[config.mk]
export PLATFORM = sky130hd
export DESIGN_NAME = control_plane
export DESIGN_NICKNAME = d
export VERILOG_FILES = /design/src/verilog/cp_pkg.sv /design/src/verilog/state_table.sv /design/src/verilog/config_table.sv /design/src/verilog/table_loader.sv /design/src/verilog/loop_sequencer.sv /design/src/verilog/control_plane.sv
export SDC_FILE = /design/constraint.sdc
export NUM_CORES = 2
export LEC_CHECK = 0
export BUFFER_PORTS_ARGS = -buffer_cell sky130_fd_sc_hd__buf_2
export CORE_UTILIZATION = 62
export DETAILED_ROUTE_END_ITERATION = 16
export GPL_TIMING_DRIVEN = 0
export PLACE_DENSITY = 0.79
export SETUP_SLACK_MARGIN = 0.05
export SLEW_MARGIN = 0
export SYNTH_ARGS = -nofsm -noshare
export SYNTH_HDL_FRONTEND = slang
export SYNTH_SLANG_ARGS = --single-unit
[constraint.sdc]
create_clock -name clk -period 3 [get_ports clk]
set_input_delay 0.6 -clock clk [delete_from_list [all_inputs] [get_ports clk]]
set_output_delay 0.6 -clock clk [all_outputs]
set_load 0.01 [all_outputs]
[src/verilog/cp_pkg.sv]
`default_nettype none

package cp_pkg;

    // data path widths
    localparam int phit_size    = 32;              // data word and immediate width
    localparam int num_col      = 4;               // array columns, one config table each
    localparam int sz_config    = 16;              // column control word

    // table geometry
    localparam int table_depth  = 16;
    localparam int table_aw     = 4;               // log2 of table_depth

    // register file side
    localparam int dwidth_rfadd = 6;               // rf address, also width of entry counts

    // state table enable in bit 0
    // column c owns bits 2c+1 (ctrl) and 2c+2 (imm)
    localparam int num_wr_en    = 2 * num_col + 1;

    // packed iteration output, itr_i in the top bits
    localparam int itr_w        = 64;
    localparam int itr_i_w      = 16;              // outer loop
    localparam int itr_j_w      = 16;              // entry-to-entry loop
    localparam int itr_k_w      = 32;              // inner loop, runs to bound

    localparam int bound_w      = 8;

    // one state table entry, taken from the low bits of a load word
    typedef struct packed {
        logic [bound_w-1:0]  bound;                // last itr_k value of this entry
        logic [table_aw-1:0] next_ptr;             // entry to fetch when not halting
        logic                halt;                 // end of program
    } state_entry_t;

    localparam int entry_sz_state = $bits(state_entry_t);   // 13

    // loop sequencer states
    typedef enum logic [2:0] {
        IDLE,                                      // nothing loaded yet
        READY,                                     // ready_stream_in high
        WAIT_DROP,                                 // start seen, waiting for it to fall
        FETCH,                                     // table read in flight
        STEP                                       // iterations of the current entry
    } seq_state_e;

endpackage

`default_nettype wire

[src/verilog/state_table.sv]
`timescale 1ns/1ps
`default_nettype none

module state_table (
    input  logic                          clk,
    input  logic                          wr_en,
    input  logic [cp_pkg::table_aw-1:0]   wr_add,
    input  logic [cp_pkg::table_aw-1:0]   rd_add,
    input  logic [cp_pkg::phit_size-1:0]  wr_data,
    output cp_pkg::state_entry_t          rd_data
);

    import cp_pkg::*;

    // one entry per program state
    state_entry_t mem [table_depth];

    // write port, only the low entry_sz_state bits of the word are kept
    always_ff @(posedge clk) begin
        if (wr_en) begin
            mem[wr_add] <= state_entry_t'(wr_data[entry_sz_state-1:0]);
        end
    end

    // registered read, entry shows up one cycle after the address
    always_ff @(posedge clk) begin
        rd_data <= mem[rd_add];
    end

endmodule

`default_nettype wire

[src/verilog/config_table.sv]
`timescale 1ns/1ps
`default_nettype none

module config_table (
    input  logic                          clk,
    input  logic [1:0]                    wr_en,        // [0] ctrl word, [1] immediate
    input  logic [cp_pkg::table_aw-1:0]   wr_add,
    input  logic [cp_pkg::table_aw-1:0]   rd_add,
    input  logic [cp_pkg::phit_size-1:0]  wr_data,
    output logic [cp_pkg::sz_config-1:0]  rd_data_ctrl,
    output logic [cp_pkg::phit_size-1:0]  rd_data_imm
);

    import cp_pkg::*;

    // two arrays behind one address
    logic [sz_config-1:0] ctrl_mem [table_depth];
    logic [phit_size-1:0] imm_mem  [table_depth];

    // control word sits in the low bits of the load word
    always_ff @(posedge clk) begin
        if (wr_en[0]) begin
            ctrl_mem[wr_add] <= wr_data[sz_config-1:0];
        end
    end

    always_ff @(posedge clk) begin
        if (wr_en[1]) begin
            imm_mem[wr_add] <= wr_data;     // full word immediate
        end
    end

    // both reads registered so they line up with the state table
    always_ff @(posedge clk) begin
        rd_data_ctrl <= ctrl_mem[rd_add];
        rd_data_imm  <= imm_mem[rd_add];
    end

endmodule

`default_nettype wire

[src/verilog/table_loader.sv]
`timescale 1ns/1ps
`default_nettype none

module table_loader (
    input  logic                             clk,
    input  logic                             rst_n,
    input  logic                             start,          // single cycle pulse
    input  logic                             seq_busy,       // run in progress, ignore start
    input  logic [cp_pkg::dwidth_rfadd-1:0]  num_entry_config_table,
    input  logic [cp_pkg::dwidth_rfadd-1:0]  num_entry_inbound,
    output logic [cp_pkg::num_wr_en-1:0]     tbl_wr_en,      // one-hot during the table phase
    output logic [cp_pkg::table_aw-1:0]      tbl_wr_add,
    output logic                             wr_en_rf,
    output logic [cp_pkg::dwidth_rfadd-1:0]  wr_add_rf,
    output logic                             done
);

    import cp_pkg::*;

    typedef enum logic [1:0] {
        LD_IDLE,
        LD_TABLES,
        LD_INBOUND
    } ld_phase_e;

    ld_phase_e             phase;
    logic [dwidth_rfadd-1:0] n_lat;        // table entries to load
    logic [dwidth_rfadd-1:0] m_lat;        // inbound words to load
    logic [dwidth_rfadd-1:0] entry_cnt;    // current table entry

    assign tbl_wr_add = entry_cnt[table_aw-1:0];
    assign wr_en_rf   = (phase == LD_INBOUND);   // inbound words go straight to the rf

    always_ff @(posedge clk) begin
        if (!rst_n) begin
            phase     <= LD_IDLE;
            tbl_wr_en <= '0;
            entry_cnt <= '0;
            wr_add_rf <= '0;
            n_lat     <= '0;
            m_lat     <= '0;
            done      <= 1'b0;
        end else begin
            done <= 1'b0;                      // pulse by default
            case (phase)
                LD_IDLE: begin
                    // start only counts while no run is using the tables
                    if (start && !seq_busy) begin
                        n_lat     <= num_entry_config_table;
                        m_lat     <= num_entry_inbound;
                        entry_cnt <= '0;
                        wr_add_rf <= '0;
                        if (num_entry_config_table != '0) begin
                            phase     <= LD_TABLES;
                            tbl_wr_en <= num_wr_en'(1);   // first word is the state entry
                        end else if (num_entry_inbound != '0) begin
                            phase <= LD_INBOUND;          // no tables, straight to inbound
                        end else begin
                            done <= 1'b1;                 // empty load
                        end
                    end
                end
                LD_TABLES: begin
                    // walk state, ctrl0, imm0, ctrl1 ... one slot per word
                    tbl_wr_en <= {tbl_wr_en[num_wr_en-2:0], tbl_wr_en[num_wr_en-1]};
                    if (tbl_wr_en[num_wr_en-1]) begin
                        entry_cnt <= entry_cnt + 1'b1;
                        if (entry_cnt == n_lat - 1'b1) begin
                            tbl_wr_en <= '0;              // last imm of last entry
                            if (m_lat != '0) begin
                                phase <= LD_INBOUND;
                            end else begin
                                phase <= LD_IDLE;
                                done  <= 1'b1;
                            end
                        end
                    end
                end
                LD_INBOUND: begin
                    wr_add_rf <= wr_add_rf + 1'b1;
                    if (wr_add_rf == m_lat - 1'b1) begin
                        phase <= LD_IDLE;
                        done  <= 1'b1;                    // cycle after the last rf write
                    end
                end
                default: begin
                    phase     <= LD_IDLE;
                    tbl_wr_en <= '0;
                end
            endcase
        end
    end

endmodule

`default_nettype wire

[src/verilog/loop_sequencer.sv]
`timescale 1ns/1ps
`default_nettype none

module loop_sequencer (
    input  logic                          clk,
    input  logic                          rst_n,
    input  logic                          load_done,        // pulse from the loader
    input  cp_pkg::state_entry_t          entry_table,      // registered read of smart_ptr
    input  logic                          start_stream_in,
    output logic                          ready_stream_in,
    output logic                          seq_busy,
    output logic                          step_valid,
    output logic [cp_pkg::table_aw-1:0]   smart_ptr,
    output logic [cp_pkg::itr_w-1:0]      itr
);

    import cp_pkg::*;

    seq_state_e            state;
    logic                  loaded;     // at least one load finished since reset
    logic [itr_i_w-1:0]    itr_i;      // completed runs
    logic [itr_j_w-1:0]    itr_j;      // entries walked in this run
    logic [itr_k_w-1:0]    itr_k;      // inner iteration

    logic                  last_step;

    // four-phase exchange, ready is simply the READY state
    assign ready_stream_in = (state == READY);
    assign step_valid      = (state == STEP);
    assign seq_busy        = (state != IDLE) && (state != READY);

    assign itr = {itr_i, itr_j, itr_k};

    // inner loop ends on bound inclusive
    assign last_step = (itr_k == itr_k_w'(entry_table.bound));

    always_ff @(posedge clk) begin
        if (!rst_n) begin
            state     <= IDLE;
            loaded    <= 1'b0;
            smart_ptr <= '0;
            itr_i     <= '0;
            itr_j     <= '0;
            itr_k     <= '0;
        end else begin
            if (load_done) begin
                loaded <= 1'b1;
            end
            case (state)
                IDLE: begin
                    // nothing to run until the tables hold a program
                    if (load_done || loaded) begin
                        state <= READY;
                    end
                end
                READY: begin
                    if (start_stream_in) begin
                        state <= WAIT_DROP;     // ready falls with this edge
                    end
                end
                WAIT_DROP: begin
                    if (!start_stream_in) begin
                        state <= FETCH;         // smart_ptr is already 0 here
                    end
                end
                FETCH: begin
                    // table read lands at this edge
                    state <= STEP;
                    itr_k <= '0;
                end
                STEP: begin
                    if (!last_step) begin
                        itr_k <= itr_k + 1'b1;
                    end else if (entry_table.halt) begin
                        // end of program, back to entry 0 for the next run
                        itr_i     <= itr_i + 1'b1;
                        itr_j     <= '0;
                        itr_k     <= '0;
                        smart_ptr <= '0;
                        state     <= READY;
                    end else begin
                        itr_j     <= itr_j + 1'b1;
                        itr_k     <= '0;
                        smart_ptr <= entry_table.next_ptr;
                        state     <= FETCH;    // one cycle for the new read
                    end
                end
                default: begin
                    state <= IDLE;
                end
            endcase
        end
    end

endmodule

`default_nettype wire

[src/verilog/control_plane.sv]
`timescale 1ns/1ps
`default_nettype none

module control_plane (
    input  logic                                           clk,
    input  logic                                           rst_n,
    input  logic [cp_pkg::phit_size-1:0]                   wr_data,
    input  logic                                           start_loader,   // single cycle pulse
    input  logic [cp_pkg::dwidth_rfadd-1:0]                num_entry_config_table,
    input  logic [cp_pkg::dwidth_rfadd-1:0]                num_entry_inbound,
    input  logic                                           start_stream_in,
    output logic                                           ready_stream_in,
    output logic                                           step_valid,
    output logic [cp_pkg::num_col*cp_pkg::sz_config-1:0]   rd_data_ctrl,
    output logic [cp_pkg::num_col*cp_pkg::phit_size-1:0]   rd_data_imm,
    output logic [cp_pkg::entry_sz_state-1:0]              rd_data_state,
    output logic [cp_pkg::itr_w-1:0]                       itr,
    output logic                                           wr_en_rf,
    output logic [cp_pkg::dwidth_rfadd-1:0]                wr_add_rf
);

    import cp_pkg::*;

    logic [num_wr_en-1:0] tbl_wr_en;     // bit 0 state, then ctrl/imm pairs
    logic [table_aw-1:0]  tbl_wr_add;
    logic [table_aw-1:0]  smart_ptr;     // shared read address
    logic                 load_done;
    logic                 seq_busy;

    state_table u_state_table (
        .clk     (clk),
        .wr_en   (tbl_wr_en[0]),
        .wr_add  (tbl_wr_add),
        .rd_add  (smart_ptr),
        .wr_data (wr_data),
        .rd_data (rd_data_state)
    );

    // one table per column, same addresses and data, own enable pair
    for (genvar c = 0; c < num_col; c++) begin : g_col
        config_table u_config_table (
            .clk          (clk),
            .wr_en        (tbl_wr_en[2*c+2:2*c+1]),
            .wr_add       (tbl_wr_add),
            .rd_add       (smart_ptr),
            .wr_data      (wr_data),
            .rd_data_ctrl (rd_data_ctrl[sz_config*c +: sz_config]),
            .rd_data_imm  (rd_data_imm[phit_size*c +: phit_size])
        );
    end

    table_loader u_table_loader (
        .clk                    (clk),
        .rst_n                  (rst_n),
        .start                  (start_loader),
        .seq_busy               (seq_busy),
        .num_entry_config_table (num_entry_config_table),
        .num_entry_inbound      (num_entry_inbound),
        .tbl_wr_en              (tbl_wr_en),
        .tbl_wr_add             (tbl_wr_add),
        .wr_en_rf               (wr_en_rf),
        .wr_add_rf              (wr_add_rf),
        .done                   (load_done)
    );

    loop_sequencer u_loop_sequencer (
        .clk             (clk),
        .rst_n           (rst_n),
        .load_done       (load_done),
        .entry_table     (rd_data_state),
        .start_stream_in (start_stream_in),
        .ready_stream_in (ready_stream_in),
        .seq_busy        (seq_busy),
        .step_valid      (step_valid),
        .smart_ptr       (smart_ptr),
        .itr             (itr)
    );

endmodule

`default_nettype wire

After elaboration in Yosys (flattened, before gate mapping). Memories as Yosys holds them, arrays and structs flattened. A register that Yosys moved wholly into a read port is not among the register bits. Index checks and enable logic that the tools add are counted.

Register bits: 108. Word-level logic and storage cells: 124. Memories kept: 9. Output and inout port bits: 278. Bits in writable memories: 3280. Input port bits: 48.

Memory list: g_col[0].u_config_table.imm_mem (depth 16, width 32, read ports 1, clocked after memory_dff 1, write ports 1, RTL line config_table.sv:18) `logic [phit_size-1:0] imm_mem [table_depth];`; g_col[1].u_config_table.imm_mem (depth 16, width 32, read ports 1, clocked after memory_dff 1, write ports 1, RTL line config_table.sv:18); g_col[2].u_config_table.imm_mem (depth 16, width 32, read ports 1, clocked after memory_dff 1, write ports 1, RTL line config_table.sv:18); g_col[3].u_config_table.imm_mem (depth 16, width 32, read ports 1, clocked after memory_dff 1, write ports 1, RTL line config_table.sv:18); g_col[0].u_config_table.ctrl_mem (depth 16, width 16, read ports 1, clocked after memory_dff 1, write ports 1, RTL line config_table.sv:17) `logic [sz_config-1:0] ctrl_mem [table_depth];`; g_col[1].u_config_table.ctrl_mem (depth 16, width 16, read ports 1, clocked after memory_dff 1, write ports 1, RTL line config_table.sv:17); 3 more memories.

Reductions and logical operators: 21. Add/subtract/negate cells: 7. Eq/ne operators: 20. Bitwise gates (word level): 1. Mux-type cells: 53.

Operator list (count): 32-bit case mux with 2 select lines (1); 9-bit 2-to-1 mux (4); 16-bit by 1-bit adder with 16-bit output (second input constant) (2); 32-bit by 1-bit adder with 32-bit output (second input constant) (1); 32-bit by 8-bit equality test with 1-bit output (1); 32-bit 2-to-1 mux (1); 9-bit case mux with 3 select lines (1); 1-bit 2-to-1 mux (25); 6-bit case mux with 2 select lines (2); 6-bit nonzero test (3); 16-bit 2-to-1 mux (1); 2-bit 2-to-1 mux (8); 3-bit case mux with 5 select lines (1); 2-bit by 1-bit inequality test with 1-bit output (second input constant) (7); 6-bit by 1-bit adder with 6-bit output (second input constant) (2); 6-bit equality test (2); 3-bit 2-to-1 mux (4); 6-bit 2-to-1 mux (2); 6-bit by 1-bit subtractor with 6-bit output (second input constant) (2); 3-bit AND reduction (3); 3-bit by 2-bit equality test with 1-bit output (second input constant) (2); 3-bit by 1-bit inequality test with 1-bit output (second input constant) (2); 2-bit case mux with 3 select lines (1); 2-bit AND reduction (3); 17 further kinds (21).

Depth between registers and ports, before layout.
Word-level depth: 6. Depth in mapped cells: 9. Mapped depth without buffers: 8.

Cells and area by module. From an unflattened synthesis, not the netlist that was laid out.

Cell total of the unflattened synthesis: 6120. Area total of the unflattened synthesis: 133125.2 µm².

By module, submodules not included: config_table (g_col[1].u_config_table ...) (instances 3, sequential area each 24023.0 µm², area an instance 29792.3 µm², cells each 1266); config_table (g_col[0].u_config_table) (instances 1, sequential area each 24023.0 µm², area an instance 29791.1 µm², cells each 1267); state_table (instances 1, sequential area each 6506.2 µm², area an instance 8242.9 µm², cells each 355); loop_sequencer (instances 1, sequential area each 1441.4 µm², area an instance 3834.9 µm², cells each 472); table_loader (instances 1, sequential area each 720.7 µm², area an instance 1879.3 µm², cells each 228).

Least setup slack after synthesis. No wires, ideal clock.

Kind: reg-to-reg. From: reg u_table_loader.entry_cnt[2]. To: mem g_col[0].u_config_table.imm_mem[4][0] (enable). Clock period less this slack: 2.465 ns. Setup time: 0.392 ns. Arrival time: 2.072 ns. Data required time: 2.608 ns. Stages on the path, launching flop included: 5. Buffers on the path: 2. Slack: 0.535 ns. Path through: dfxtp_1 > clkbuf_1 > nor2b_1 > clkbuf_1 > and3_1.

RTL lines: start: declaration (RTL line table_loader.sv:29) `logic [dwidth_rfadd-1:0] entry_cnt;`; start signal: assignment (RTL line table_loader.sv:67) `entry_cnt <= entry_cnt + 1'b1;`; end: declaration (RTL line config_table.sv:18).

No word-level cell before the write port.

Worst setup path in the final report.
From: reg u_table_loader.entry_cnt[1]. To: mem g_col[1].u_config_table.imm_mem[1][1] (enable).

RTL lines (RTL line): end: declaration (config_table.sv:18).

No word-level cell before the write port.

==> impl_metrics.json <==
{
  "synthTopCellsByArea": "sky130_fd_sc_hd__edfxtp_1, sky130_fd_sc_hd__mux4_2, sky130_fd_sc_hd__dfxtp_1, sky130_fd_sc_hd__and3_1, sky130_fd_sc_hd__clkbuf_1",
  "run_status": "finished, violations left",
  "die_width_um": 466,
  "p_int_uw": 82000,
  "via_per_inst": 7.29,
  "nets": 6484,
  "setup_total_negative_slack_ns": -0.459,
  "violations_in_the_final_reports": "max-capacitance violations, max-slew violations, negative setup slack",
  "critPathRequiredTime_ns": 3.66,
  "yosys_register_bits": 3593,
  "timing.rr.start": "u_table_loader.entry_cnt[1]",
  "cts_made_buffers": 354,
  "synth_top_family_by_area": "multiplexers",
  "muxShareOfSynthArea": 0.172,
  "synth_top_flop_cell": "sky130_fd_sc_hd__edfxtp_1",
  "final.period_utilization": 1.02,
  "final_cells": 9541,
  "tritoncts": "done",
  "worst_setup_path_start_kind": "flop",
  "die_area_um2": 217000,
  "drt_iter0_drc": 12122,
  "maximum_number_of_pins_on_one_net_before_global_route_repair": 117,
  "hold_path_startpoint": "wr_data[12]",
  "final_antenna_net_count": 0,
  "power.static_leakage_uw": 0.0481,
  "max_slew.worst_pin.slew_ns": 1.60,
  "detail_route.wirelength_um": 387000,
  "timing.hold.ws_ns": 0.0512,
  "f_max_mhz": 328,
  "yosys.area.top_type_share": 0.738,
  "clk_root_buffer_cell": "sky130_fd_sc_hd__clkbuf_16",
  "area_share_of_and_or_nand_nor_cells_after_synthesis": 0.0212,
  "detail_route.first_pass.iterations": 6,
  "clock_network_latency_to_the_later_pin_of_the_worst_skew_pair_ns": 1.01,
  "max_cap_viol_count": 5,
  "clock_tree.htree_level_count": 5,
  "power_frac_comb": 0.021,
  "worst-r2r-setup-slack_ns": -0.05,
  "synth.most_common_cell": "sky130_fd_sc_hd__edfxtp_1",
  "ios": 326,
  "syn_area_um2": 133000,
  "reg2reg_to": "g_col[1].u_config_table.imm_mem[1][1]",
  "r2r_cells": 5,
  "worstPathArrival_ns": 3.71,
  "syn_to_final_growth_pct": 14.9,
  "critPathCaptureType": "flop",
  "power.ir.vdd_worst_v": 0.000650,
  "numPortBuffers": 324,
  "min_delay_path_depth": 1,
  "sequentialPowerShare": 0.532,
  "seq_area_frac_synth": 0.785,
  "drive_gt1_frac": 0.345,
  "hold_class": "input port to flop",
  "critical-path-slowest-cell": "sky130_fd_sc_hd__and3_2",
  "arithmetic_cell_share_of_the_synthesized_area_counting_full_adders_half_adders_and_majority_gates": 0.00103,
  "slew-limit-headroom": -0.0638,
  "synth_cells": 5654,
  "cp_cell_sequence": "inv_1, ha_1, clkbuf_2, and3_2, buf_16",
  "synthTopCellsByCount": "sky130_fd_sc_hd__edfxtp_1, sky130_fd_sc_hd__mux4_2, sky130_fd_sc_hd__dfxtp_1, sky130_fd_sc_hd__clkbuf_1, sky130_fd_sc_hd__and3_1",
  "fillerInstances": 11111,
  "critPathKind": "flop to flop",
  "row_count": 169,
  "asyncSetResetFlopFracSynth": 0,
  "synth_enable_flop_cells": 3280,
  "die_h_um": 466,
  "clock_tree.buffer_depth": 4,
  "critPathMaxFanout": 18,
  "routed-via-count": 69520,
  "core_um2": 213000,
  "worst_slack_ns": -0.0524,
  "first_global_vias": 69724,
  "drcViolationCount": 0,
  "final_util": 0.720,
  "setup_viol": 20,
  "synth.distinct_cells": 61,
  "post_syn_nets": 5713,
  "post-synth-top-area-cell": "sky130_fd_sc_hd__edfxtp_1",
  "slowest_delay_ns": 0.74,
  "detailedPlacementHpwl_um": 210000,
  "placedCellCount": 8881,
  "total_track_usage": 0.359,
  "grt_overflow_total": 0,
  "synth_compound_area_frac": 0.00692,
  "routed_wire_length_per_instance_um": 40.6,
  "p_clk_frac": 0.447,
  "holdPathEnd": "g_col[1].u_config_table.imm_mem[9][12]",
  "finalMaxSlewViolations": 324,
  "switching_share": 0.204,
  "grt_setup_unrepaired": "yes",
  "hold_violations": 0,
  "clk_pin_slew_ns": 0.07,
  "clock_skew_ns": 0.0949,
  "antenna_found_initial": 39,
  "grt_pass1_wl_um": 536000,
  "synth.avg_cell_area_um2": 23.6,
  "synth_xor_area_frac": 0.00420,
  "power_per_standard_cell_area_nw_per_um2": 673,
  "yosysWarnings": 0,
  "gp_routability_congestion": 0.888,
  "total_power_consumption_uw": 103000,
  "period_needed_ns": 3.05,
  "initial_core_util": 0.626,
  "cts.sink_count": 3593,
  "switching_power_uw": 21100
}
==> layer usage <==
layer / track usage / wire length [µm]
met1: 0.465 / 124000
met2: 0.569 / 187000
met3: 0.0933 / 52800
met4: 0.187 / 23500
met5: 0 / 136
==> sequential cells by signal, summed over array words and instances, names as in the netlist, 16 cells and up <==
signal,flops
u_loop_sequencer.itr_k,32
g_col.u_config_table.rd_data_ctrl,64
u_state_table.mem,208
g_col.u_config_table.ctrl_mem,1024
g_col.u_config_table.imm_mem,2048
u_loop_sequencer.itr_i,16
g_col.u_config_table.rd_data_imm,128
u_loop_sequencer.itr_j,16
==> power by group through the flow <==
stage,registers [µW],logic (µW),clock network [µW]
global route,54900,2180,47800
global placement,56000,1770,0
floorplan,55900,676,0
detailed placement,55900,1960,0
CTS,54900,2050,46000
finish,54900,2130,46100
==> cells by family (layout without fill, tap and decap cells) <==
| kind of cell | count (synthesis) | after routing |
|---|---|---|
| compound gates | 141 | 141 |
| buf+inv | 319 | 1365 |
| simple gates | 498 | 498 |
| mux | 1028 | 1028 |
| flops | 3593 | 3593 |
| other cells | 0 | 20 |
| fa+ha+maj | 11 | 11 |
| xor+xnor | 64 | 64 |
==> what timing repair did <==
action / 4_1_cts / 5_1_grt
endpoints found under the hold margin: 25 / 0
buffers inserted: 2 / 1
gates resized for setup: 424 / 97
setup endpoints to repair: 3094 / 805
hold buffers: 14 / 0
pin swaps: 2 / 1
==> cells in the final DEF (no fill, tap or decap), drive strengths merged, types with 7 or more instances in the layout <==
cell type	synthesis	layout
edfxtp	3280	3280
mux4	1011	1011
clkbuf	204	686
buf	102	484
dfxtp	313	313
and3	125	125
clkinv	0	89
nor2	74	74
nand2	73	73
a21oi	59	59
and2	52	52
bufinv	0	44
xnor2	33	33
xor2	31	31
nand4	30	30
nand3	29	29
nor3	24	24
inv	13	23
nor4	21	21
diode	0	20
o21ai	17	17
nor2b	17	17
mux2i	16	16
a211oi	16	16
dlygate4sd3	0	14
clkdlybuf4s15	0	14
nand3b	12	12
ha	11	11
and4	10	10
a22oi	9	9
nor3b	8	8
clkinvlp	0	8
a311oi	7	7
==> critical path: cells and delay by family (launching register included) <==
| family | cells | cell delay [ns] |
|---|---|---|
| AND/OR/NAND/NOR | 1 | 0.74 |
| flip-flops | 1 | 0.39 |
| adder cells (fa/ha/maj) | 1 | 0.60 |
| buffers and inverters | 3 | 0.94 |
==> per-stage QoR <==
step / area (µm²) / setup slack, ns
after floorplan: 133000 / 0.535
after global placement: 139000 / -1.66
after detailed placement: 141000 / -1.63
after CTS: 153000 / -0.0259
after global routing: 153000 / -0.00501
final: 153000 / -0.0524
==> worst max path at each step <==
stage                                  startpoint                                 endpoint  slack, ns  depth (start not counted)
floorplan             u_table_loader.entry_cnt[2]    g_col[0].u_config_table.imm_mem[4][0]       0.54                          4
global placement    u_loop_sequencer.smart_ptr[1]   g_col[3].u_config_table.rd_data_imm[0]      -1.66                          8
detailed placement  u_loop_sequencer.smart_ptr[1]   g_col[3].u_config_table.rd_data_imm[0]      -1.63                          8
CTS                   u_table_loader.entry_cnt[2]  g_col[3].u_config_table.ctrl_mem[1][11]      -0.03                          4
global route        u_loop_sequencer.smart_ptr[3]  g_col[0].u_config_table.rd_data_ctrl[0]     -0.005                          4
finish                u_table_loader.entry_cnt[1]    g_col[1].u_config_table.imm_mem[1][1]      -0.05                          5
==> layout make-up <==
| cell class | count | area (µm²) | area share |
|---|---|---|---|
| Antenna cell | 20 | 50.0 | 0.000327 |
| Buffer | 297 | 1680 | 0.0109 |
| Clock buffer | 480 | 9850 | 0.0643 |
| Clock inverter | 151 | 1900 | 0.0124 |
| Inverter | 13 | 51.3 | 0.000335 |
| Multi-Input combinational cell | 1742 | 27700 | 0.181 |
| Sequential cell | 3593 | 105000 | 0.684 |
| Tap cell | 2821 | 3530 | 0.0230 |
| Timing Repair Buffer | 424 | 3760 | 0.0245 |
No activity file was read; power rests on OpenSTA's default activity.
